--- config.mk ---
export PLATFORM = sky130hd
export DESIGN_NAME = dataMem
export DESIGN_NICKNAME = d
export VERILOG_FILES = /design/src/hw/wiscPkg.sv /design/src/hw/dataMem.sv
export SDC_FILE = /design/constraint.sdc
export NUM_CORES = 2
export LEC_CHECK = 0
export CORE_MARGIN = 5
export CORE_UTILIZATION = 59
export DETAILED_ROUTE_END_ITERATION = 12
export DONT_BUFFER_PORTS = 1
export PLACE_DENSITY = 0.75
export SLEW_MARGIN = 5
export SYNTH_ARGS = -nofsm -noshare
export SYNTH_HDL_FRONTEND = slang
export SYNTH_SLANG_ARGS = --single-unit
--- constraint.sdc ---
create_clock -name clk -period 3.5 [get_ports clk]
set_input_delay 0.35 -clock clk [delete_from_list [all_inputs] [get_ports clk]]
set_output_delay 0.35 -clock clk [all_outputs]
set_load 0.05 [all_outputs]
--- src/hw/wiscPkg.sv ---
// WISC core package with widths, opcode and control encodings and the instruction word views
package wiscPkg;

    localparam int wordW     = 16;                  // Data and instruction width
    localparam int regAddrW  = 3;                   // Eight registers
    localparam int imemDepth = 256;                 // Instruction memory words
    localparam int dmemDepth = 256;                 // Data memory words
    localparam int imemAddrW = $clog2(imemDepth);   // Word index into instruction memory
    localparam int dmemAddrW = $clog2(dmemDepth);   // Word index into data memory

    // Opcodes in instr[15:11]
    localparam logic [4:0] opHalt  = 5'b00000;
    localparam logic [4:0] opNop   = 5'b00001;
    localparam logic [4:0] opSiic  = 5'b00010;      // Runs as nop here
    localparam logic [4:0] opRti   = 5'b00011;      // Runs as nop here
    localparam logic [4:0] opJ     = 5'b00100;
    localparam logic [4:0] opJr    = 5'b00101;
    localparam logic [4:0] opJal   = 5'b00110;
    localparam logic [4:0] opJalr  = 5'b00111;
    localparam logic [4:0] opAddi  = 5'b01000;
    localparam logic [4:0] opSubi  = 5'b01001;
    localparam logic [4:0] opXori  = 5'b01010;
    localparam logic [4:0] opAndni = 5'b01011;
    localparam logic [4:0] opBeqz  = 5'b01100;
    localparam logic [4:0] opBnez  = 5'b01101;
    localparam logic [4:0] opBltz  = 5'b01110;
    localparam logic [4:0] opBgez  = 5'b01111;
    localparam logic [4:0] opSt    = 5'b10000;
    localparam logic [4:0] opLd    = 5'b10001;
    localparam logic [4:0] opSlbi  = 5'b10010;
    localparam logic [4:0] opStu   = 5'b10011;
    localparam logic [4:0] opRoli  = 5'b10100;
    localparam logic [4:0] opSlli  = 5'b10101;
    localparam logic [4:0] opRori  = 5'b10110;
    localparam logic [4:0] opSrli  = 5'b10111;
    localparam logic [4:0] opLbi   = 5'b11000;
    localparam logic [4:0] opBtr   = 5'b11001;
    localparam logic [4:0] opShfR  = 5'b11010;      // ROL SLL ROR SRL by func
    localparam logic [4:0] opAluR  = 5'b11011;      // ADD SUB XOR ANDN by func
    localparam logic [4:0] opSeq   = 5'b11100;
    localparam logic [4:0] opSlt   = 5'b11101;
    localparam logic [4:0] opSle   = 5'b11110;
    localparam logic [4:0] opSco   = 5'b11111;

    // ALU operations share the opcode values
    localparam logic [4:0] aluAdd  = opAddi;
    localparam logic [4:0] aluSub  = opSubi;        // B minus A
    localparam logic [4:0] aluXor  = opXori;
    localparam logic [4:0] aluAndn = opAndni;
    localparam logic [4:0] aluRol  = opRoli;
    localparam logic [4:0] aluSll  = opSlli;
    localparam logic [4:0] aluRor  = opRori;
    localparam logic [4:0] aluSrl  = opSrli;
    localparam logic [4:0] aluSlbi = opSlbi;
    localparam logic [4:0] aluLbi  = opLbi;
    localparam logic [4:0] aluBtr  = opBtr;
    localparam logic [4:0] aluShfR = opShfR;
    localparam logic [4:0] aluAluR = opAluR;
    localparam logic [4:0] aluSeq  = opSeq;
    localparam logic [4:0] aluSlt  = opSlt;
    localparam logic [4:0] aluSle  = opSle;
    localparam logic [4:0] aluSco  = opSco;

    // Immediate select is sign bit then size
    localparam logic [2:0] immZ5  = 3'b000;
    localparam logic [2:0] immZ8  = 3'b001;
    localparam logic [2:0] immS5  = 3'b100;
    localparam logic [2:0] immS8  = 3'b101;
    localparam logic [2:0] immS11 = 3'b110;

    localparam logic [1:0] destRs  = 2'b00;
    localparam logic [1:0] destRdR = 2'b01;
    localparam logic [1:0] destR7  = 2'b10;
    localparam logic [1:0] destRdI = 2'b11;

    localparam logic [1:0] wbAlu  = 2'b00;
    localparam logic [1:0] wbMem  = 2'b01;
    localparam logic [1:0] wbLink = 2'b10;          // PC+2 for JAL and JALR

    typedef struct packed {
        logic [4:0] opcode;
        logic [2:0] rs;
        logic [2:0] rt;
        logic [2:0] rd;
        logic [1:0] func;
    } rFmt_s;

    typedef struct packed {
        logic [4:0] opcode;
        logic [2:0] rs;
        logic [2:0] rd;
        logic [4:0] imm;
    } i1Fmt_s;

    typedef struct packed {
        logic [4:0] opcode;
        logic [2:0] rs;
        logic [7:0] imm;
    } i2Fmt_s;

    typedef struct packed {
        logic [4:0]  opcode;
        logic [10:0] disp;
    } jFmt_s;

    typedef union packed {
        rFmt_s  rFmt;
        i1Fmt_s i1Fmt;
        i2Fmt_s i2Fmt;
        jFmt_s  jFmt;
    } instrWord_u;

endpackage
--- src/hw/dataMem.sv ---
// Word addressed data memory with combinational read and clocked write
`timescale 1ns/100ps

module dataMem (
    input  logic                      clk,
    input  logic                      en,
    input  logic                      wr,
    input  logic [wiscPkg::wordW-1:0] addr,     // Byte address
    input  logic [wiscPkg::wordW-1:0] wrData,
    output logic [wiscPkg::wordW-1:0] rdData
);
    import wiscPkg::*;

    logic [wordW-1:0] mem [dmemDepth];

    assign rdData = en ? mem[addr[dmemAddrW:1]] : '0; // Idle reads return zero

    always_ff @(posedge clk) begin
        if (en && wr) begin
            mem[addr[dmemAddrW:1]] <= wrData;
        end
    end

endmodule

* Yosys cells after proc, flatten, opt, wreduce, memory -nomap -nowiden
Memories as Yosys holds them, arrays and structs flattened.
Index checks and enable logic that the tools add are counted.
** Cells by class
- Mux-type cells :: 3
- Reductions and logical operators :: 1
** Operators by type and width (number)
- 2-to-1 mux 16 bit :: 1
- 2-to-1 mux 1 bit :: 2
- logical AND 1 bit :: 1
** Storage, ports and cells
- Output and inout bits :: 16
- Memory bits (writable) :: 4096
- Logic and storage cells :: 5
- Memories :: 1
- Input port bits :: 35
- Register bits after elaboration :: 0
** Memory list
- mem :: depth 256, width 16, rd ports 1, clocked after memory_dff 0, wr ports 1, RTL line dataMem.sv:14 : logic [wordW-1:0] mem [dmemDepth];

* Logic depth before layout (Yosys ltp)
- Depth after elaboration :: 3
- Depth in mapped cells :: 12
- Gate-level depth less buffers :: 6

* Worst setup path before layout
OpenSTA, ideal clock, no wires.
- Path kind :: in2out
- Start :: input addr[1] (netlist bit)
- End :: output rdData[9] (netlist bit)
- Data arrival time :: 3.228 ns
- Buffers on the path :: 6
- Required time :: 3.150 ns
- Path slack :: -0.078 ns
- Stages on the path :: 12
- Cell sequence :: buf_6 buf_6 buf_6 buf_6 buf_4 nand4b_2 buf_2 o22ai_1 nor3_1 o2111ai_1 o211ai_1 a221oi_1
** Between the ends
- Longest elaborated chain between the ends :: 2
** RTL lines
- start, declared :: RTL line dataMem.sv:8 : input logic [wiscPkg::wordW-1:0] addr,
- memory read (256 x 16 bit)
- 2-to-1 mux 16 bit :: RTL line dataMem.sv:16 : assign rdData = en ? mem[addr[dmemAddrW:1]] : '0;
- end, declared :: RTL line dataMem.sv:10 : output logic [wiscPkg::wordW-1:0] rdData
No other way between the ends.

* Final worst setup path
- Start :: input addr[4] (netlist bit)
- End :: output rdData[9] (netlist bit)
Same word-level chain as after synthesis.

==> impl_metrics.env <==
export IMPL_grt_pass1_wl_microns=614500
export IMPL_fp_row_count=189
export IMPL_fin_crit_ns=4.508
export IMPL_nFillCells=14970
export IMPL_ir_drop_v=0.0004948
export IMPL_syn_area_sq_mm=0.1575
export IMPL_fin_area_sq_mm=0.1858
export IMPL_grtUsageTotal=0.3108
export IMPL_syn_inst=7200
export IMPL_worstHoldPathType="in -> reg"
export IMPL_synth_top_cell_by_area="edfxtp_1"
export IMPL_fin_nets=8070
export IMPL_synth_top_cell_area_share=0.7808
export IMPL_criticalPathCategory="in -> out"
export IMPL_vias=82710
export IMPL_placed_area_sq_mm=0.1693
export IMPL_largest_register_ffs=4096
export IMPL_initial_core_util=0.5932
export IMPL_status="finished, violations left"
export IMPL_clk_pin_slew_worst_paths_ns=0.06
export IMPL_synthToLayoutAreaGrowth_pct=17.92
export IMPL_ant_nets=0
export IMPL_worstSetupEndpointType="output pin"
export IMPL_whs_ns=-0.04065
export IMPL_busiest_layer="met2"
export IMPL_violations="negative hold slack, max-slew violations, negative setup slack"
export IMPL_drive_gt1_frac=0.2987
export IMPL_grt_start_max_net_pins=320
export IMPL_fp_dieH_microns=526.7
export IMPL_finalPower_mw=102.6
export IMPL_maxSlewHeadroom=-0.2738
export IMPL_yosysSeqAreaShare=0.7808
export IMPL_p_leak_nw=59.72
export IMPL_synth_async_reset_ratio=0
export IMPL_grt_util_met3=0.06300
export IMPL_finalMaxSlewViolations=385
export IMPL_setup_ws_ns=-1.008
export IMPL_grtUsageMet1=0.4272
export IMPL_worstHoldStart="wrData[9]"
export IMPL_ys_flop_type="edfxtp_1"
export IMPL_clockBufferDepth=4
export IMPL_use_met2=0.4894
export IMPL_syn_avg_cell_area_sq_um=21.88
export IMPL_die_x_microns=526.7
export IMPL_grt_pass1_vias=82410
export IMPL_port_buffers=0
export IMPL_numCtsBuffers=397
export IMPL_final_core_util=0.6995
export IMPL_tritoncts="yes"
export IMPL_drc=0
export IMPL_drt_pass1_iterations=8
export IMPL_synth_seq_cells=4096
export IMPL_arrival_ns=4.16
export IMPL_period_share=1.288
export IMPL_fin_tns_setup_ns=-14.37
export IMPL_overflow=0
export IMPL_worstSetupStartpointType="primary input"
export IMPL_maxCapViolCount=0
export IMPL_critPathMaxFanout=319
export IMPL_antenna_found_initial=20
export IMPL_die_area_sq_mm=0.2774
export IMPL_cts_root_buf="clkbuf_16"
export IMPL_synth_fp_nets=7235
export IMPL_synthTopCellsByArea="edfxtp_1 (78%), mux4_2 (13%), mux2i_1 (2.8%)"
export IMPL_yosys_warnings=0
export IMPL_holdPathEnd="mem[250][9]"
export IMPL_synth_cell_types=56
export IMPL_fmax_ghz=0.2218
export IMPL_post_drt_wl_per_cell_microns=36.65
export IMPL_place_hpwl_microns=215800
export IMPL_hold_depth=1
export IMPL_initialDrtViolationCount=13400
export IMPL_layout_common_cells="edfxtp_1 (4096), mux4_2 (887), buf_4 (496), mux2i_1 (440), clkbuf_16 (408)"
export IMPL_setup_viol=16
export IMPL_clock_sink_count=4096
export IMPL_mostFrequentLayoutCell="edfxtp_1"
export IMPL_via_per_inst=6.953
export IMPL_required_ns=3.15
export IMPL_synth_edf_count=4096
export IMPL_final_hold_viol_count=19
export IMPL_tightestPinTransition_ns=1.911
export IMPL_fp_coreArea_sq_mm=0.2656
export IMPL_ios=51
export IMPL_powerDensity_mw_per_mm2=552.1
export IMPL_rsz0062_at_grt="yes"
export IMPL_globalplace_congestion=0.8621
export IMPL_cts_max_level=5
export IMPL_drt_total_wl_microns=436000
cells in the mapped netlist, types with 5 or more instances:
library cell	n
a211oi_1	18
buf_6	12
buf_2	137
and3_1	17
clkbuf_1	202
o2111ai_1	61
mux2_2	8
nand2_1	81
a22o_1	46
edfxtp_1	4096
mux4_2	887
nand3_1	146
nand4_1	16
a221oi_1	37
mux2i_1	442
nor3_1	32
a31oi_1	33
and2_1	6
nor2b_1	12
inv_1	5
o32ai_1	6
a21boi_0	15
buf_1	27
buf_4	69
a22oi_1	182
a21oi_1	94
o21ai_0	38
a32oi_1	28
o211ai_1	60
nor2_1	271
nand2b_1	19
o22ai_1	63
report_power, final:
group          total (mW)  switching [mW]  internal, mW
registers            54.0          0.0158          54.0
logic                5.68            3.44          2.23
clock network        42.8            18.4          24.4
total                 103            21.9          80.7
routing by layer:
layer  wire [microns]  part of all wire  up-vias
li1                 -                 -    32300
met1           148400              0.34    42900
met2           210100              0.48     6405
met3            52850              0.12     1093
met4            24580             0.056       10
met5               68           0.00016        -
cell type report:
cell class	count	area, sq um	area share
sequential	4096	123000	0.6621
multi-input combinational	2649	33430	0.1800
timing repair buffer	884	12010	0.06466
clock buffer	471	10280	0.05532
tap	3533	4420	0.02380
clock inverter	249	2576	0.01387
inverter	7	26.28	0.0001415
antenna	6	15.01	0.00008083
how the worst max path moves through the flow:
stage / end / slack, ns / start
global placement: rdData[11] / -2.35 / addr[1]
global route: rdData[9] / -0.58 / addr[4]
floorplan: rdData[14] / 0.26 / addr[1]
CTS: rdData[14] / -0.46 / mem[127][14]
detailed placement: rdData[8] / -2.38 / addr[1]
finish: rdData[9] / -1.01 / addr[4]
stage by stage:
| stage | worst slack, ns | instances |
|---|---|---|
| 6_report | -1.008 | 11900 |
| 5_1_grt | -0.5836 | 11890 |
| 4_1_cts | -0.4587 | 11840 |
| 3_5_place_dp | -2.379 | 11060 |
| 3_3_place_gp | -2.354 | 11050 |
| 2_1_floorplan | 0.2555 | 7200 |
repair_timing:
action                                 4_1_cts  5_1_grt
pin swaps                                   69       50
endpoints found under the hold margin     4096      561
setup buffers                               17       16
setup endpoints to repair                   16       16
resized for setup                          143       81
gates cloned                                40        7
hold buffers                                16       11
cells by family (layout without fill, tap and decap cells):
group / after synthesis / after routing / share of synthesized area
other: 0 / 6 / 0
AO/OA/AOI/OAI: 693 / 693 / 0.03173
AND/OR/NAND/NOR: 619 / 619 / 0.01786
buffers and inverters: 455 / 1611 / 0.01415
multiplexers: 1337 / 1337 / 0.1555
flip-flops: 4096 / 4096 / 0.7808
worst max-delay path, stage by stage:
cell	delay, ns
and2_4	0.60
buf_4	0.19
clkbuf_16	0.20
a22oi_1	0.31
a22oi_1	0.19
o2111ai_2	0.43
o211ai_1	0.27
clkbuf_16	0.24
a221oi_4	0.39
buf_12	0.19
(Power assumes the default switching activity.)
