$ cat config.mk
export PLATFORM = sky130hd
export DESIGN_NAME = control
export DESIGN_NICKNAME = d
export VERILOG_FILES = /design/src/hw/wiscPkg.sv /design/src/hw/control.sv
export SDC_FILE = /design/constraint.sdc
export NUM_CORES = 1
export LEC_CHECK = 0
export CAP_MARGIN = 20
export CORE_AREA = 2 2 39 41
export DETAILED_ROUTE_END_ITERATION = 12
export DIE_AREA = 0 0 41 43
export DONT_BUFFER_PORTS = 1
export PLACE_DENSITY = 0.46
export SETUP_SLACK_MARGIN = 0.02
export SLEW_MARGIN = 20
export SYNTH_ARGS = -nofsm -noshare
export SYNTH_HDL_FRONTEND = slang
export SYNTH_SLANG_ARGS = --single-unit
$ cat constraint.sdc
create_clock -name vclk -period 0.8
set_input_delay 0.04 -clock vclk [all_inputs]
set_output_delay 0.04 -clock vclk [all_outputs]
set_load 0.02 [all_outputs]
$ cat src/hw/wiscPkg.sv
// WISC core package with widths, opcode and control encodings and the instruction word views
package wiscPkg;

    localparam int wordW     = 16;                  // Data and instruction width
    localparam int regAddrW  = 3;                   // Eight registers
    localparam int imemDepth = 256;                 // Instruction memory words
    localparam int dmemDepth = 256;                 // Data memory words
    localparam int imemAddrW = $clog2(imemDepth);   // Word index into instruction memory
    localparam int dmemAddrW = $clog2(dmemDepth);   // Word index into data memory

    // Opcodes in instr[15:11]
    localparam logic [4:0] opHalt  = 5'b00000;
    localparam logic [4:0] opNop   = 5'b00001;
    localparam logic [4:0] opSiic  = 5'b00010;      // Runs as nop here
    localparam logic [4:0] opRti   = 5'b00011;      // Runs as nop here
    localparam logic [4:0] opJ     = 5'b00100;
    localparam logic [4:0] opJr    = 5'b00101;
    localparam logic [4:0] opJal   = 5'b00110;
    localparam logic [4:0] opJalr  = 5'b00111;
    localparam logic [4:0] opAddi  = 5'b01000;
    localparam logic [4:0] opSubi  = 5'b01001;
    localparam logic [4:0] opXori  = 5'b01010;
    localparam logic [4:0] opAndni = 5'b01011;
    localparam logic [4:0] opBeqz  = 5'b01100;
    localparam logic [4:0] opBnez  = 5'b01101;
    localparam logic [4:0] opBltz  = 5'b01110;
    localparam logic [4:0] opBgez  = 5'b01111;
    localparam logic [4:0] opSt    = 5'b10000;
    localparam logic [4:0] opLd    = 5'b10001;
    localparam logic [4:0] opSlbi  = 5'b10010;
    localparam logic [4:0] opStu   = 5'b10011;
    localparam logic [4:0] opRoli  = 5'b10100;
    localparam logic [4:0] opSlli  = 5'b10101;
    localparam logic [4:0] opRori  = 5'b10110;
    localparam logic [4:0] opSrli  = 5'b10111;
    localparam logic [4:0] opLbi   = 5'b11000;
    localparam logic [4:0] opBtr   = 5'b11001;
    localparam logic [4:0] opShfR  = 5'b11010;      // ROL SLL ROR SRL by func
    localparam logic [4:0] opAluR  = 5'b11011;      // ADD SUB XOR ANDN by func
    localparam logic [4:0] opSeq   = 5'b11100;
    localparam logic [4:0] opSlt   = 5'b11101;
    localparam logic [4:0] opSle   = 5'b11110;
    localparam logic [4:0] opSco   = 5'b11111;

    // ALU operations share the opcode values
    localparam logic [4:0] aluAdd  = opAddi;
    localparam logic [4:0] aluSub  = opSubi;        // B minus A
    localparam logic [4:0] aluXor  = opXori;
    localparam logic [4:0] aluAndn = opAndni;
    localparam logic [4:0] aluRol  = opRoli;
    localparam logic [4:0] aluSll  = opSlli;
    localparam logic [4:0] aluRor  = opRori;
    localparam logic [4:0] aluSrl  = opSrli;
    localparam logic [4:0] aluSlbi = opSlbi;
    localparam logic [4:0] aluLbi  = opLbi;
    localparam logic [4:0] aluBtr  = opBtr;
    localparam logic [4:0] aluShfR = opShfR;
    localparam logic [4:0] aluAluR = opAluR;
    localparam logic [4:0] aluSeq  = opSeq;
    localparam logic [4:0] aluSlt  = opSlt;
    localparam logic [4:0] aluSle  = opSle;
    localparam logic [4:0] aluSco  = opSco;

    // Immediate select is sign bit then size
    localparam logic [2:0] immZ5  = 3'b000;
    localparam logic [2:0] immZ8  = 3'b001;
    localparam logic [2:0] immS5  = 3'b100;
    localparam logic [2:0] immS8  = 3'b101;
    localparam logic [2:0] immS11 = 3'b110;

    localparam logic [1:0] destRs  = 2'b00;
    localparam logic [1:0] destRdR = 2'b01;
    localparam logic [1:0] destR7  = 2'b10;
    localparam logic [1:0] destRdI = 2'b11;

    localparam logic [1:0] wbAlu  = 2'b00;
    localparam logic [1:0] wbMem  = 2'b01;
    localparam logic [1:0] wbLink = 2'b10;          // PC+2 for JAL and JALR

    typedef struct packed {
        logic [4:0] opcode;
        logic [2:0] rs;
        logic [2:0] rt;
        logic [2:0] rd;
        logic [1:0] func;
    } rFmt_s;

    typedef struct packed {
        logic [4:0] opcode;
        logic [2:0] rs;
        logic [2:0] rd;
        logic [4:0] imm;
    } i1Fmt_s;

    typedef struct packed {
        logic [4:0] opcode;
        logic [2:0] rs;
        logic [7:0] imm;
    } i2Fmt_s;

    typedef struct packed {
        logic [4:0]  opcode;
        logic [10:0] disp;
    } jFmt_s;

    typedef union packed {
        rFmt_s  rFmt;
        i1Fmt_s i1Fmt;
        i2Fmt_s i2Fmt;
        jFmt_s  jFmt;
    } instrWord_u;

endpackage
$ cat src/hw/control.sv
// Instruction decoder producing every datapath control and the branch decision
`timescale 1ns/100ps

module control (
    input  wiscPkg::instrWord_u instr,
    input  logic                zeroFlag,       // Rs is zero
    input  logic                signFlag,       // Rs is negative
    output logic                regWrite,
    output logic [1:0]          destSel,
    output logic [2:0]          immSel,
    output logic [4:0]          aluOp,
    output logic                aluSrcImm,      // ALU B from immediate
    output logic                memEn,
    output logic                memWr,
    output logic [1:0]          wbSel,
    output logic                branchTaken,    // PC+2+imm next
    output logic                regJmp,         // Rs+imm next
    output logic                halt,
    output logic                illegal
);
    import wiscPkg::*;

    logic [4:0] opcode;

    assign opcode = instr.rFmt.opcode;

    always_comb begin
        regWrite    = 1'b0;                     // Safe defaults keep this latch free
        destSel     = destRdI;
        immSel      = immS5;
        aluOp       = aluAdd;
        aluSrcImm   = 1'b1;
        memEn       = 1'b0;
        memWr       = 1'b0;
        wbSel       = wbAlu;
        branchTaken = 1'b0;
        regJmp      = 1'b0;
        halt        = 1'b0;
        illegal     = 1'b0;
        unique case (opcode)
            opHalt: halt = 1'b1;
            opNop, opSiic, opRti: begin
            end
            opAddi, opSubi, opXori, opAndni, opRoli, opSlli, opRori, opSrli: begin
                regWrite = 1'b1;
                aluOp    = opcode;
                immSel   = opcode[1] ? immZ5 : immS5; // XORI and ANDNI zero extend
            end
            opSt: begin
                memEn = 1'b1;                   // Address is Rs+imm from the ALU
                memWr = 1'b1;
            end
            opLd: begin
                regWrite = 1'b1;
                memEn    = 1'b1;
                wbSel    = wbMem;
            end
            opStu: begin
                regWrite = 1'b1;                // Rs takes the effective address
                memEn    = 1'b1;
                memWr    = 1'b1;
                destSel  = destRs;
            end
            opAluR, opShfR: begin
                regWrite  = 1'b1;
                destSel   = destRdR;
                aluSrcImm = 1'b0;
                aluOp     = opcode;             // ALU picks the exact op from func
            end
            opBtr, opSeq, opSlt, opSle, opSco: begin
                // These forms reserve func, anything but 00 traps
                illegal   = (instr.rFmt.func != 2'b00);
                regWrite  = !illegal;
                destSel   = destRdR;
                aluSrcImm = 1'b0;
                aluOp     = opcode;
            end
            opBeqz, opBnez, opBltz, opBgez: begin
                immSel = immS8;
                unique case (opcode)
                    opBeqz:  branchTaken = zeroFlag;
                    opBnez:  branchTaken = !zeroFlag;
                    opBltz:  branchTaken = signFlag;
                    default: branchTaken = !signFlag; // BGEZ
                endcase
            end
            opLbi: begin
                regWrite = 1'b1;
                destSel  = destRs;
                immSel   = immS8;
                aluOp    = aluLbi;
            end
            opSlbi: begin
                regWrite = 1'b1;
                destSel  = destRs;
                immSel   = immZ8;               // Low byte shifted in unsigned
                aluOp    = aluSlbi;
            end
            opJ: begin
                branchTaken = 1'b1;
                immSel      = immS11;
            end
            opJal: begin
                branchTaken = 1'b1;
                immSel      = immS11;
                regWrite    = 1'b1;             // Link into R7 with no memory access
                destSel     = destR7;
                wbSel       = wbLink;
            end
            opJr: begin
                regJmp = 1'b1;
                immSel = immS8;
            end
            opJalr: begin
                regJmp   = 1'b1;
                immSel   = immS8;
                regWrite = 1'b1;
                destSel  = destR7;
                wbSel    = wbLink;
            end
            default: illegal = 1'b1;            // Only an unknown opcode lands here
        endcase
    end

endmodule

-- Word-level counts from Yosys, hierarchy flattened
Cells that the tools add are included.
- equality and inequality tests: 28
- muxes and demuxes: 14
- reduce and logical (&&, ||, !) cells: 18
- operators by type and width (kind ; number):
    $eq A5 B5 Y1 const B ; 16
    $eq A5 B4 Y1 const B ; 8
    $eq A5 B3 Y1 const B ; 4
    $reduce_or A16 Y1 ; 1
    $pmux W5 S3 ; 1
    $reduce_or A15 Y1 ; 1
    $reduce_or A7 Y1 ; 2
    $pmux W3 S4 ; 1
    $reduce_or A2 Y1 ; 4
    $reduce_or A8 Y1 ; 1
    $mux W1 ; 6
    $pmux W2 S3 ; 1
    $reduce_or A3 Y1 ; 2
    $logic_not A5 Y1 ; 1
    $reduce_or A5 Y1 ; 1
    $pmux W1 S2 ; 2
    $pmux W2 S2 ; 1
    $reduce_or A4 Y1 ; 1
    $logic_not A1 Y1 ; 3
    $mux W3 ; 1
    $pmux W1 S3 ; 1
    $reduce_bool A2 Y1 ; 1
- register bits: 0
- input port bits: 18
- output and inout port bits: 20

-- Logic depth before layout (Yosys ltp)
- depth in word-level cells: 3
- mapped depth: 4

-- Least setup slack after synthesis
No wires, ideal clock.
- kind: input port to output port
- start point: input instr[14] (netlist name)
- end point: output halt
- arrival: 1.067 ns
- data required time: 0.760 ns
- slack: -0.307 ns
- stages on the path: 3
- path through: buf_2 -> nor2_1 -> nor4b_1
- longest elaborated chain between the ends: 2
- ends and longest elaborated chain (element ; RTL line ; RTL):
    start, declared ; control.sv:5 ; input wiscPkg::instrWord_u instr,
    $logic_not A5 Y1 ; control.sv:40 ; unique case (opcode)
    $mux W1 ; control.sv:40 ;
    end, declared ; control.sv:18 ; output logic halt,
No other way between the ends.

-- Final worst setup path
- start point: input instr[11] (netlist name)
- end point: output immSel[0]
- longest elaborated chain between the ends: 3
- elaborated cells on any way between the ends: 22
- those cells by class: 18 x eq/ne; 1 x mux; 3 x reduce/logical
- ends and longest elaborated chain (element ; RTL line ; RTL):
    $eq A5 B4 Y1, or another cell as far along ; control.sv:40 ;
    $reduce_or A8 Y1, or another cell as far along ; control.sv:40 ;
    $pmux W3 S4 * ; control.sv:40 ;
    end, declared ; control.sv:10 ; output logic [2:0] immSel,
Mark *: on every way between the ends. The rest lies on a longest branch, timed or not.

==> flow_summary.toml <==
[floorplan]
io_pins = 38
die_x_microns = 41
core_area_sq_mm = 0.001384
die_y_microns = 43
dieArea_sq_mm = 0.001763
rows = 14
initial_utilization_pct = 23.15

[logic_synthesis]
syn_nets = 73
synth_compound_area_share_pct = 30.47
muxShareOfSynthArea_pct = 3.125
synth_adder_area_share_pct = 0
synth_top_family_by_area = "simple AND/OR/NAND/NOR gates"
netlist_instances = 55
yosysWarnings = 0
synthSimpleGateAreaFrac_pct = 49.61
synthesis.area_sq_um = 320.3
synthXorXnorAreaFrac_pct = 5.469
synth.avg_cell_area_sq_um = 5.824
yosysSeqAreaShare_pct = 0
synth.distinct_cells = 29

[finish]
seq_cell_count = 0
final_layout_size_suffix_gt1_share_pct = 27.59
num_antenna_cells = 0
clock_buffers = 0
final_common_cell = "buf_4"
register_area_sq_um = 0
final_cells = 74
layout_common_cells = "buf_4 (8), nor2_1 (7), nand2_1 (4), and2_1 (3), inv_1 (3)"
syn_to_final_growth_pct = 29.30
nNetsFinal = 78

[global_route]
antenna_found_initial = 0
grt_pass1_vias = 335
grt_usage_pct = 11.39
grt_pass1_wl_microns = 1504
grtUsageMet2_pct = 16.25
grt-busiest-layer = "met1"
grtUsageMet1_pct = 19.62
grt_max_degree = 16
grt_use_met3_pct = 0
gr-total-overflow = 0

[critical_path]
max_stage_delay_ns = 0.53
critical_path_arrival_ns = 0.71
startpoint_type = "input pin"
required_ns = 0.76
crit_type = "input pin to output pin"
crit_buf_inv = 0
endpoint_kind = "output pin"
path_cells = "or4_1 -> o21ai_2"
path_max_fanout = 14
critPathSlowestCell = "or4_1"
critPathTopFamily = "simple AND/OR/NAND/NOR gates"

[place]
dp_hpwl_microns = 701.1
gp_congestion = 0.6510
io_buffers = 0
dp_cells = 74
pre_cts_slack_ns = 0.02654

[pwr]
p_int_w = 0.00008522
p_leak_nw = 0.1721
combPwrFrac_pct = 100.0
p_per_area_mw_per_mm2 = 514.2
seqPwrFrac_pct = 0
power.switching_w = 0.0001277
irDropWorstVdd_uv = 142.2
clockPowerShare_pct = 0
sw_frac_of_total_pct = 59.98

[timing]
drv_slew = 0
setup_violations = 0
rsz0062_at_grt = "no"
clock.fmax_mhz = 1326
worstMarginPinSlew_ns = 0.4759
max-slew-margin-rel_pct = 68.14
fin_crit_ns = 0.7540
finalCritPeriodShare_pct = 94.25
layout_setup_ws_ns = 0.04603
finalHoldViolCount = 0

[run]
max_cap_viol_count = 0

[outcome]
status = "completed"

[cts]
post_cts_buffers = 0

[route]
drt_first_iter_violations = 5
viasPerCell = 5.324
first_pass_iters = 4
wirelength_microns = 962
vias = 394
wire_per_inst_microns = 13.00
postRouteAntennaNets = 0
drc = 0

[worst_hold_path]
hp-class = "input pin to output pin"
==> final timing paths <==
path | from | to | slack (ns) | cells past startpoint
setup / recovery | instr[11] | immSel[0] | 0.05 | 2
hold / removal | instr[14] | aluSrcImm | 0.19 | 1
==> cells in the mapped netlist <==
cell / number / area share, %
nor4_1: 1 / 2.0
a21o_1: 1 / 2.3
nand2b_1: 3 / 5.9
and2b_1: 1 / 2.3
and2_1: 3 / 5.9
a21oi_1: 1 / 1.6
nor3_1: 4 / 6.3
nand2_1: 4 / 4.7
o311ai_0: 1 / 2.7
xnor2_1: 1 / 2.7
nor4b_1: 1 / 2.7
o21ai_0: 3 / 4.7
a31oi_1: 1 / 2.0
o22ai_1: 1 / 2.0
xor2_1: 1 / 2.7
o221ai_1: 1 / 2.7
o21bai_1: 1 / 2.3
o211ai_1: 1 / 2.3
inv_1: 3 / 3.5
or4_1: 1 / 2.3
nor2b_1: 3 / 5.9
and3_1: 1 / 2.0
nor2_1: 7 / 8.2
mux2i_1: 1 / 3.1
o21a_1: 1 / 2.3
nand3_1: 1 / 1.6
buf_2: 5 / 7.8
a21boi_0: 1 / 2.3
o32a_1: 1 / 3.1
==> routing by layer <==
metal  vias up  routed length, microns
met5         -                       0
met3         0                      85
met2        19                     401
met1       171                     475
li1        204                       -
met4         0                       0
==> kinds of logic (layout without fill, tap and decap cells) <==
family / after synthesis / after routing
and+or+nand+nor: 30 / 30
muxes: 1 / 1
buffers and inverters: 8 / 11
xor gates and xnor gates: 2 / 2
AOI/OAI and AO/OA: 14 / 14
==> power by group through the flow <==
stage	clock [W]	sequential, W	combinational [W]
2_1_floorplan	0	0	0.000209
3_3_place_gp	0	0	0.000211
3_5_place_dp	0	0	0.000212
4_1_cts	0	0	0.000213
5_1_grt	0	0	0.000232
6_report	0	0	0.000213
==> repair_timing <==
| item | CTS | global route |
|---|---|---|
| resized for setup | 0 | 2 |
| endpoints found under the setup margin | 0 | 2 |
| hold buffers | 0 | 0 |
==> final cells by class <==
class,instances,area (sq um)
inverters,3,11.26
repair buffers,8,60.06
multi-input cells,47,322.8
fillers,155,969.7
well taps,16,20.02
==> through the flow <==
| stage | util, % | hold WS [ns] | instance area [sq um] | total power (W) | setup TNS, ns |
|---|---|---|---|---|---|
| after CTS | 29.57 | 0.1942 | 409.1 | 0.0002130 | 0 |
| after global placement | 29.57 | 0.1944 | 409.1 | 0.0002111 | 0 |
| after global routing | 29.93 | 0.2007 | 414.1 | 0.0002323 | 0 |
| final | 29.93 | 0.1940 | 414.1 | 0.0002130 | 0 |
| after detailed placement | 29.57 | 0.1924 | 409.1 | 0.0002125 | 0 |
| after floorplan | - | 0.2297 | 354.1 | 0.0002087 | -0.03375 |
No activity file was read; power rests on OpenSTA's default activity.
