===== src/hw/wiscPkg.sv =====
// WISC core package with widths, opcode and control encodings and the instruction word views
package wiscPkg;

    localparam int wordW     = 16;                  // Data and instruction width
    localparam int regAddrW  = 3;                   // Eight registers
    localparam int imemDepth = 256;                 // Instruction memory words
    localparam int dmemDepth = 256;                 // Data memory words
    localparam int imemAddrW = $clog2(imemDepth);   // Word index into instruction memory
    localparam int dmemAddrW = $clog2(dmemDepth);   // Word index into data memory

    // Opcodes in instr[15:11]
    localparam logic [4:0] opHalt  = 5'b00000;
    localparam logic [4:0] opNop   = 5'b00001;
    localparam logic [4:0] opSiic  = 5'b00010;      // Runs as nop here
    localparam logic [4:0] opRti   = 5'b00011;      // Runs as nop here
    localparam logic [4:0] opJ     = 5'b00100;
    localparam logic [4:0] opJr    = 5'b00101;
    localparam logic [4:0] opJal   = 5'b00110;
    localparam logic [4:0] opJalr  = 5'b00111;
    localparam logic [4:0] opAddi  = 5'b01000;
    localparam logic [4:0] opSubi  = 5'b01001;
    localparam logic [4:0] opXori  = 5'b01010;
    localparam logic [4:0] opAndni = 5'b01011;
    localparam logic [4:0] opBeqz  = 5'b01100;
    localparam logic [4:0] opBnez  = 5'b01101;
    localparam logic [4:0] opBltz  = 5'b01110;
    localparam logic [4:0] opBgez  = 5'b01111;
    localparam logic [4:0] opSt    = 5'b10000;
    localparam logic [4:0] opLd    = 5'b10001;
    localparam logic [4:0] opSlbi  = 5'b10010;
    localparam logic [4:0] opStu   = 5'b10011;
    localparam logic [4:0] opRoli  = 5'b10100;
    localparam logic [4:0] opSlli  = 5'b10101;
    localparam logic [4:0] opRori  = 5'b10110;
    localparam logic [4:0] opSrli  = 5'b10111;
    localparam logic [4:0] opLbi   = 5'b11000;
    localparam logic [4:0] opBtr   = 5'b11001;
    localparam logic [4:0] opShfR  = 5'b11010;      // ROL SLL ROR SRL by func
    localparam logic [4:0] opAluR  = 5'b11011;      // ADD SUB XOR ANDN by func
    localparam logic [4:0] opSeq   = 5'b11100;
    localparam logic [4:0] opSlt   = 5'b11101;
    localparam logic [4:0] opSle   = 5'b11110;
    localparam logic [4:0] opSco   = 5'b11111;

    // ALU operations share the opcode values
    localparam logic [4:0] aluAdd  = opAddi;
    localparam logic [4:0] aluSub  = opSubi;        // B minus A
    localparam logic [4:0] aluXor  = opXori;
    localparam logic [4:0] aluAndn = opAndni;
    localparam logic [4:0] aluRol  = opRoli;
    localparam logic [4:0] aluSll  = opSlli;
    localparam logic [4:0] aluRor  = opRori;
    localparam logic [4:0] aluSrl  = opSrli;
    localparam logic [4:0] aluSlbi = opSlbi;
    localparam logic [4:0] aluLbi  = opLbi;
    localparam logic [4:0] aluBtr  = opBtr;
    localparam logic [4:0] aluShfR = opShfR;
    localparam logic [4:0] aluAluR = opAluR;
    localparam logic [4:0] aluSeq  = opSeq;
    localparam logic [4:0] aluSlt  = opSlt;
    localparam logic [4:0] aluSle  = opSle;
    localparam logic [4:0] aluSco  = opSco;

    // Immediate select is sign bit then size
    localparam logic [2:0] immZ5  = 3'b000;
    localparam logic [2:0] immZ8  = 3'b001;
    localparam logic [2:0] immS5  = 3'b100;
    localparam logic [2:0] immS8  = 3'b101;
    localparam logic [2:0] immS11 = 3'b110;

    localparam logic [1:0] destRs  = 2'b00;
    localparam logic [1:0] destRdR = 2'b01;
    localparam logic [1:0] destR7  = 2'b10;
    localparam logic [1:0] destRdI = 2'b11;

    localparam logic [1:0] wbAlu  = 2'b00;
    localparam logic [1:0] wbMem  = 2'b01;
    localparam logic [1:0] wbLink = 2'b10;          // PC+2 for JAL and JALR

    typedef struct packed {
        logic [4:0] opcode;
        logic [2:0] rs;
        logic [2:0] rt;
        logic [2:0] rd;
        logic [1:0] func;
    } rFmt_s;

    typedef struct packed {
        logic [4:0] opcode;
        logic [2:0] rs;
        logic [2:0] rd;
        logic [4:0] imm;
    } i1Fmt_s;

    typedef struct packed {
        logic [4:0] opcode;
        logic [2:0] rs;
        logic [7:0] imm;
    } i2Fmt_s;

    typedef struct packed {
        logic [4:0]  opcode;
        logic [10:0] disp;
    } jFmt_s;

    typedef union packed {
        rFmt_s  rFmt;
        i1Fmt_s i1Fmt;
        i2Fmt_s i2Fmt;
        jFmt_s  jFmt;
    } instrWord_u;

endpackage

===== src/hw/regFile.sv =====
// Eight by sixteen register file with two combinational reads and one clocked write
`timescale 1ns/100ps

module regFile (
    input  logic                         clk,
    input  logic                         rstN,
    input  logic [wiscPkg::regAddrW-1:0] rdAddrA,
    input  logic [wiscPkg::regAddrW-1:0] rdAddrB,
    input  logic                         wrEn,
    input  logic [wiscPkg::regAddrW-1:0] wrAddr,
    input  logic [wiscPkg::wordW-1:0]    wrData,
    output logic [wiscPkg::wordW-1:0]    rdDataA,
    output logic [wiscPkg::wordW-1:0]    rdDataB
);
    import wiscPkg::*;

    logic [wordW-1:0] regs [1<<regAddrW];

    always_ff @(posedge clk) begin
        if (!rstN) begin
            for (int i = 0; i < (1 << regAddrW); i++) begin
                regs[i] <= '0;                  // Programs start from all zero registers
            end
        end else if (wrEn) begin
            regs[wrAddr] <= wrData;
        end
    end

    assign rdDataA = regs[rdAddrA];             // No bypass, a write shows next cycle
    assign rdDataB = regs[rdAddrB];

endmodule


===== config.mk =====
export PLATFORM = sky130hd
export DESIGN_NAME = regFile
export DESIGN_NICKNAME = d
export VERILOG_FILES = /design/src/hw/wiscPkg.sv /design/src/hw/regFile.sv
export SDC_FILE = /design/constraint.sdc
export NUM_CORES = 1
export LEC_CHECK = 0
export BUFFER_PORTS_ARGS = -buffer_cell sky130_fd_sc_hd__clkbuf_2
export CORE_ASPECT_RATIO = 0.5
export CORE_UTILIZATION = 51
export CTS_CLUSTER_SIZE = 25
export DETAILED_ROUTE_END_ITERATION = 10
export PLACE_DENSITY = 0.77
export SLEW_MARGIN = 20
export SYNTH_ARGS = -nofsm -noshare
export SYNTH_HDL_FRONTEND = slang
export SYNTH_SLANG_ARGS = --single-unit

===== constraint.sdc =====
create_clock -name clk -period 3.03 [get_ports clk]
set_input_delay 0.606 -clock clk [delete_from_list [all_inputs] [get_ports clk]]
set_output_delay 0.606 -clock clk [all_outputs]
set_load 0.03 [all_outputs]

Yosys cells after proc, flatten, opt, wreduce, memory -nomap -nowiden. Memories as Yosys holds them, arrays and structs flattened. Index checks and enable logic that the tools add are counted.

Reductions and logical operators: 1. Multiplexer cells: 7.

Operators with widths (count): $mux W16 (1); $reduce_or A16 Y1 (1); $mux W1 (5); $mux W3 (1).

Bits of input ports: 28. Register bits after elaboration: 0. Output and inout port bits: 32. Word-level logic and storage cells: 9. RAM bits: 128. Memories kept: 1.

Memories: regs (depth 8, width 16, rd ports 2, clocked after memory_dff 0, wr ports 8, RTL line regFile.sv:17) `logic [wordW-1:0] regs [1<<regAddrW];`.

Depth between registers and ports, before layout. Gate-level depths: netlist of the first run.

Word-level depth: 5. Mapped depth: 5. Mapped depth without buffers: 2.

Worst setup path after synthesis of the first run. Ideal clock, no wire load.

Kind: input to register. Start: input rstN. End: memory regs[7][0] (enable). Slack: 0.318 ns. Cell stages on the path: 4. Data arrival time: 2.301 ns. Data required time: 2.619 ns. Setup time: 0.411 ns. Buffers on the path: 2. Cells stage by stage: buf_2 nand3_1 clkbuf_1 o21ai_0.

RTL lines: start: declaration (RTL line regFile.sv:6) `input logic rstN,`; end: declaration (RTL line regFile.sv:17).

Worst setup path in the final report of the first run.
Start: input rdAddrA[0] (netlist name). End: output rdDataA[7] (netlist name).

Longest elaborated chain between the ends: 1.

RTL lines: start: declaration (RTL line regFile.sv:7) `input logic [wiscPkg::regAddrW-1:0] rdAddrA,`; $mem_v2 Z8 W16; end: declaration (RTL line regFile.sv:12) `output logic [wiscPkg::wordW-1:0] rdDataA,`.

Every way passes these cells.

==> impl_metrics.toml, run 1 <==
[flow_run]
max_cap_viol_count = 0

[timing]
period_share_pct = 88.9
tightest_slew_ns = 1.12
setup_violations = 0
hold_violations = 0
period_needed_ns = 2.69
rsz0062_at_grt = "false"
maxSlewViolCount = 0
tns_ns = 0
maxSlewHeadroom_pct = 25.5
max_freq_mhz = 371

[drt]
drtIter0Drc = 397
via_per_inst = 6.64
ant_nets = 0
wl_per_cell_um = 25.4
totalWireLength_mm = 16.8
vias = 4387
dr.pass1.iters = 7
drc_errors = 1

[clocking]
cts.sink_count = 128
cts_root_buf = "clkbuf_16"
post-cts-setup-buffers = 0
hold_buffers = 0
cts_tree = "yes"
clk_transition_reported_paths_ns = 0.06
cts-buffers-inserted = 17
cts_max_path_buffers = 2
cts-resized-gates = 0
h-tree-depth = 4

[die]
die_h_um = 84.1
io_pins = 60
rows = 29
design.core.area_mm2 = 0.0129
initial_core_util_pct = 53.2
fp.dieArea_mm2 = 0.0140
die_w_um = 166

[power]
totalPowerFinal_w = 0.00497
p_switching_w = 0.00119
clockPowerShare_pct = 43.6
p_int_w = 0.00378
power_frac_seq_pct = 42.6
power_density_mw_per_mm2 = 620
switching_share_pct = 24.0
ir_drop_uv = 406
power.share.combinational_pct = 13.8
p_leak_nw = 2.78

[yosys]
syn_area_per_cell_um2 = 16.0
synth_nets = 458
ys_seq_elements = 128
synthCells = 430
yosysUniqueCellTypes = 17
synth_enable_flop_cells = 128
synth_top_area_share_pct = 55.9
async_reset_ff_share_pct = 0
synth_area_leaders = "edfxtp_1 56%, mux4_1 21%, nor3_1 9.3%, mux2_2 5.2%, mux4_2 2.6%"
yosys_warnings = 0
synth_top_area_cell = "edfxtp_1"
netlist_area_mm2 = 0.00688
ys.flop_type = "edfxtp_1"
ys_seq_area_share_pct = 55.9
synth_common_cells = "128 x edfxtp_1, 128 x nor3_1, 56 x mux4_1"

[critical_path]
crit_fanout = 32
crit_type = "input port to output port"
cp-start-kind = "input port"
worstPathRequired_ns = 2.42
cp-end-kind = "output port"
arrival_ns = 2.09

[cells_and_area]
final_cells = 661
reg_top3 = "regs (128)"
nFillCells = 926
n_antenna_cell = 0
postLayoutCoreUtil_pct = 62.1
areaGrowthSynthToFinish_pct = 16.6
design_area_mm2 = 0.00802
fin_nets = 508
drive_above_1_share_pct = 32.2
register_area_mm2 = 0.00384
largest_register_ffs = 128
regMostFlops = "regs"
multi_input_area_mm2 = 0.00276

[run_status]
status = "finished with violations"
violations = "DRC"

[placed_design]
placedCellCount = 631
placedInstanceArea_mm2 = 0.00740
place.port_buffers = 59
place_congestion = 0.740
place_hpwl_mm = 9.90

[grt]
antenna_found_initial = 0
grt_pass1_wl_mm = 25.6
gr-total-overflow = 0
grt_max_degree = 50
grt_usage_pct = 25.2
grt_pass1_vias = 4588

[hold_path]
hold_class = "input port to flop"
-- cells by family (layout without fill, tap and decap cells) --
logic type      Yosys count  count (layout)  share of synthesized area, %
compound gates            8               8                         0.582
buf+inv                  64             125                          4.44
flops                   128             128                          55.9
mux                      96              96                          29.3
simple gates            134             134                          9.83
-- cell usage in the layout, fill, tap and decap left out --
cell type   netlist  routed
clkbuf_2          2      59
buf_4             0      14
mux2_2           32      32
or2_2             1       1
clkinvlp_4        0       1
nand3_2           0       1
mux4_2            8       8
clkbuf_16         0      17
clkinv_4          0       1
bufinv_16         0       5
edfxtp_1        128     128
nand2_1           1       1
o21ai_2           0       8
clkinv_1         16      17
buf_12            0       6
mux4_1           56      56
nor3_1          128     128
clkinv_2          0       5
nand2b_1          2       2
nand3b_1          1       1
-- area by class of cell --
type,count,area share (%)
inverter,16,0.749
sequential,128,47.9
timing repair buffer,79,6.49
multi-input combinational,238,34.4
clock buffer,17,5.30
clock inverter,13,2.43
tap,170,2.65
-- power by group through the flow --
stage	clock (W)	sequential (W)	combinational, W
after global routing	0.00225	0.00213	0.000720
after CTS	0.00217	0.00212	0.000687
final	0.00217	0.00212	0.000685
after detailed placement	0	0.00215	0.000682
after global placement	0	0.00214	0.000672
after floorplan	0	0.00213	0.000489
-- per-stage QoR --
stage          worst slack (ns)  hold WS, ns
6_report                  0.335        0.643
5_1_grt                   0.304        0.648
4_1_cts                   0.338        0.632
3_5_place_dp              0.343         1.07
3_3_place_gp              0.351         1.06
2_1_floorplan             0.318        0.940
-- worst max-delay path, cell delays in order --
cell and delay, ns:
clkbuf_2 0.10, buf_12 0.25, mux4_1 0.63, mux2_2 0.29, clkbuf_2 0.18
-- metal layers --
layer  share of wire (%)  vias up  track usage (%)  routed length [um]
li1                    -     1906                -                   -
met1                  39     2198             32.5                6460
met2                  49      235             41.7                8280
met3                 9.0       48             5.93                1500
met4                 3.1        0             10.9                 519
met5                   0        -                0                   0
-- path summary, 6_finish.rpt --
check	startpoint	endpoint	slack (ns)	depth (start not counted)
setup / recovery	rdAddrA[0]	rdDataA[7]	0.34	5
hold / removal	wrData[2]	regs[5][2]	0.64	3
(Power assumes the default switching activity.)
==> run 2: changes to the inputs <==
--- a/config.mk
+++ b/config.mk
@@ -11,6 +11,7 @@
 export CTS_CLUSTER_SIZE = 25
 export DETAILED_ROUTE_END_ITERATION = 10
 export PLACE_DENSITY = 0.77
+export REMOVE_ABC_BUFFERS = 1
 export SLEW_MARGIN = 20
 export SYNTH_ARGS = -nofsm -noshare
 export SYNTH_HDL_FRONTEND = slang
==> impl_metrics.toml, run 2 (same netlist as run 1, synthesis figures left out) <==
[drt]
via_per_inst = 6.54
vias = 4341
drtIter0Drc = 456
totalWireLength_mm = 16.3
dr.pass1.iters = 8
drc_errors = 2
wl_per_cell_um = 24.5
ant_nets = 0

[clocking]
cts-buffers-inserted = 17
cts_tree = "yes"
clk_transition_reported_paths_ns = 0.05
cts_root_buf = "clkbuf_16"
cts-resized-gates = 0
hold_buffers = 0
h-tree-depth = 4
cts.sink_count = 128
post-cts-setup-buffers = 0
cts_max_path_buffers = 2

[grt]
busiest_layer = "met2"
grt_max_degree = 57
grt_use_met1_pct = 32.7
grt_usage_pct = 24.7
met3_usage_pct = 4.79
antenna_found_initial = 0
gr-total-overflow = 0
grt_pass1_wl_mm = 25.0
use_met2_pct = 40.9
grt_pass1_vias = 4491

[cells_and_area]
largest_register_ffs = 128
n_antenna_cell = 0
areaGrowthSynthToFinish_pct = 15.8
regMostFlops = "regs"
final_cells = 664
drive_above_1_share_pct = 31.4
reg_top3 = "regs (128)"
layout_common_cells = "128 x nor3_1, 128 x edfxtp_1, 59 x clkbuf_2"
fin_nets = 512
nFillCells = 940

[placed_design]
place.port_buffers = 59
placedCellCount = 635
place_hpwl_mm = 9.43
place_congestion = 0.754

[timing]
max_freq_mhz = 367
hold_violations = 0
maxSlewHeadroom_pct = 47.1
period_needed_ns = 2.73
period_share_pct = 90.0
tightest_slew_ns = 0.794
setup_violations = 0
maxSlewViolCount = 0
rsz0062_at_grt = "false"

[power]
ir_drop_uv = 377
p_leak_nw = 2.76
totalPowerFinal_w = 0.00474
power_density_mw_per_mm2 = 595

[critical_path]
timing.critical_path.max_delay_family = "multiplexers"
critPathBufInv = 3
arrival_ns = 2.12
cp_num_cells = 5
cp-start-kind = "input port"
slowest_delay_ns = 0.64
worstPathRequired_ns = 2.42
critical_path.startpoint = "rdAddrB[0]"
path_common_cell = "clkbuf_2"
crit_end = "rdDataB[11]"
crit_path_top_delay_cell = "mux4_1"
cp-end-kind = "output port"
crit_chain = "clkbuf_2, buf_12, mux4_1, mux2_2, clkbuf_2"
crit_fanout = 32
crit_type = "input port to output port"

[run_status]
violations = "DRC"
status = "finished with violations"

[die]
die_w_um = 166
fp.dieArea_mm2 = 0.0140
io_pins = 60
design.core.area_mm2 = 0.0129
die_h_um = 84.1
initial_core_util_pct = 53.2
rows = 29

[flow_run]
max_cap_viol_count = 0

[hold_path]
hold_class = "input port to flop"
[run 2: cell count changes in the layout (fill, tap and decap cells not counted), sizes merged]
| cell | delta |
|---|---|
| bufinv | -2 |
| clkbuf | +1 |
| buf | +4 |
| clkinvlp | -1 |
| clkinv | +1 |
[run 2: how the worst min path moves through the flow]
stage	start	to	slack [ns]	cells past startpoint
after global routing	wrData[6]	regs[1][6]	0.66	3
after detailed placement	wrData[6]	regs[3][6]	1.06	3
after CTS	wrData[13]	regs[4][13]	0.63	3
after floorplan	wrData[0]	regs[0][0]	0.94	2
after global placement	wrData[4]	regs[2][4]	1.06	3
final	wrData[6]	regs[1][6]	0.64	3
[run 2: worst min-delay path, stage by stage]
cell and delay [ns]:
clkbuf_2 0.08, clkinv_1 0.12, nor3_1 0.07
[run 2: routing by layer]
layer	vias to the layer above	share of wire [%]
met5	-	0
li1	1915	-
met2	238	49
met3	22	9.2
met1	2166	40
met4	0	1.6
[run 2: cell type report]
class                           count  area [um^2]  share of cell area (%)
Clock buffer                       18          429                    5.39
Multi-Input combinational cell    238         2770                    34.7
Clock inverter                     11          124                    1.56
Timing Repair Buffer               83          526                    6.60
Inverter                           16         60.1                   0.754
Tap cell                          170          213                    2.67
Sequential cell                   128         3840                    48.3
[run 2: power breakdown]
group	leakage, nW	switching, W	internal [W]	total (W)
Combinational	1.26	0.000406	0.000278	0.000683
Sequential	1.23	0.0000512	0.00206	0.00212
Clock	0.273	0.000685	0.00126	0.00194
Total	2.76	0.00114	0.00360	0.00474
[run 2: through the flow]
step,setup TNS [ns],worst slack [ns],utilization [%],hold slack [ns],cell area (um^2)
global route,0,0.249,61.6,0.661,7960
finish,0,0.302,61.6,0.642,7960
detailed placement,0,0.345,57.4,1.06,7410
global placement,0,0.393,57.3,1.06,7400
CTS,0,0.293,61.6,0.626,7960
floorplan,-103.68,-0.836,-,0.941,6630
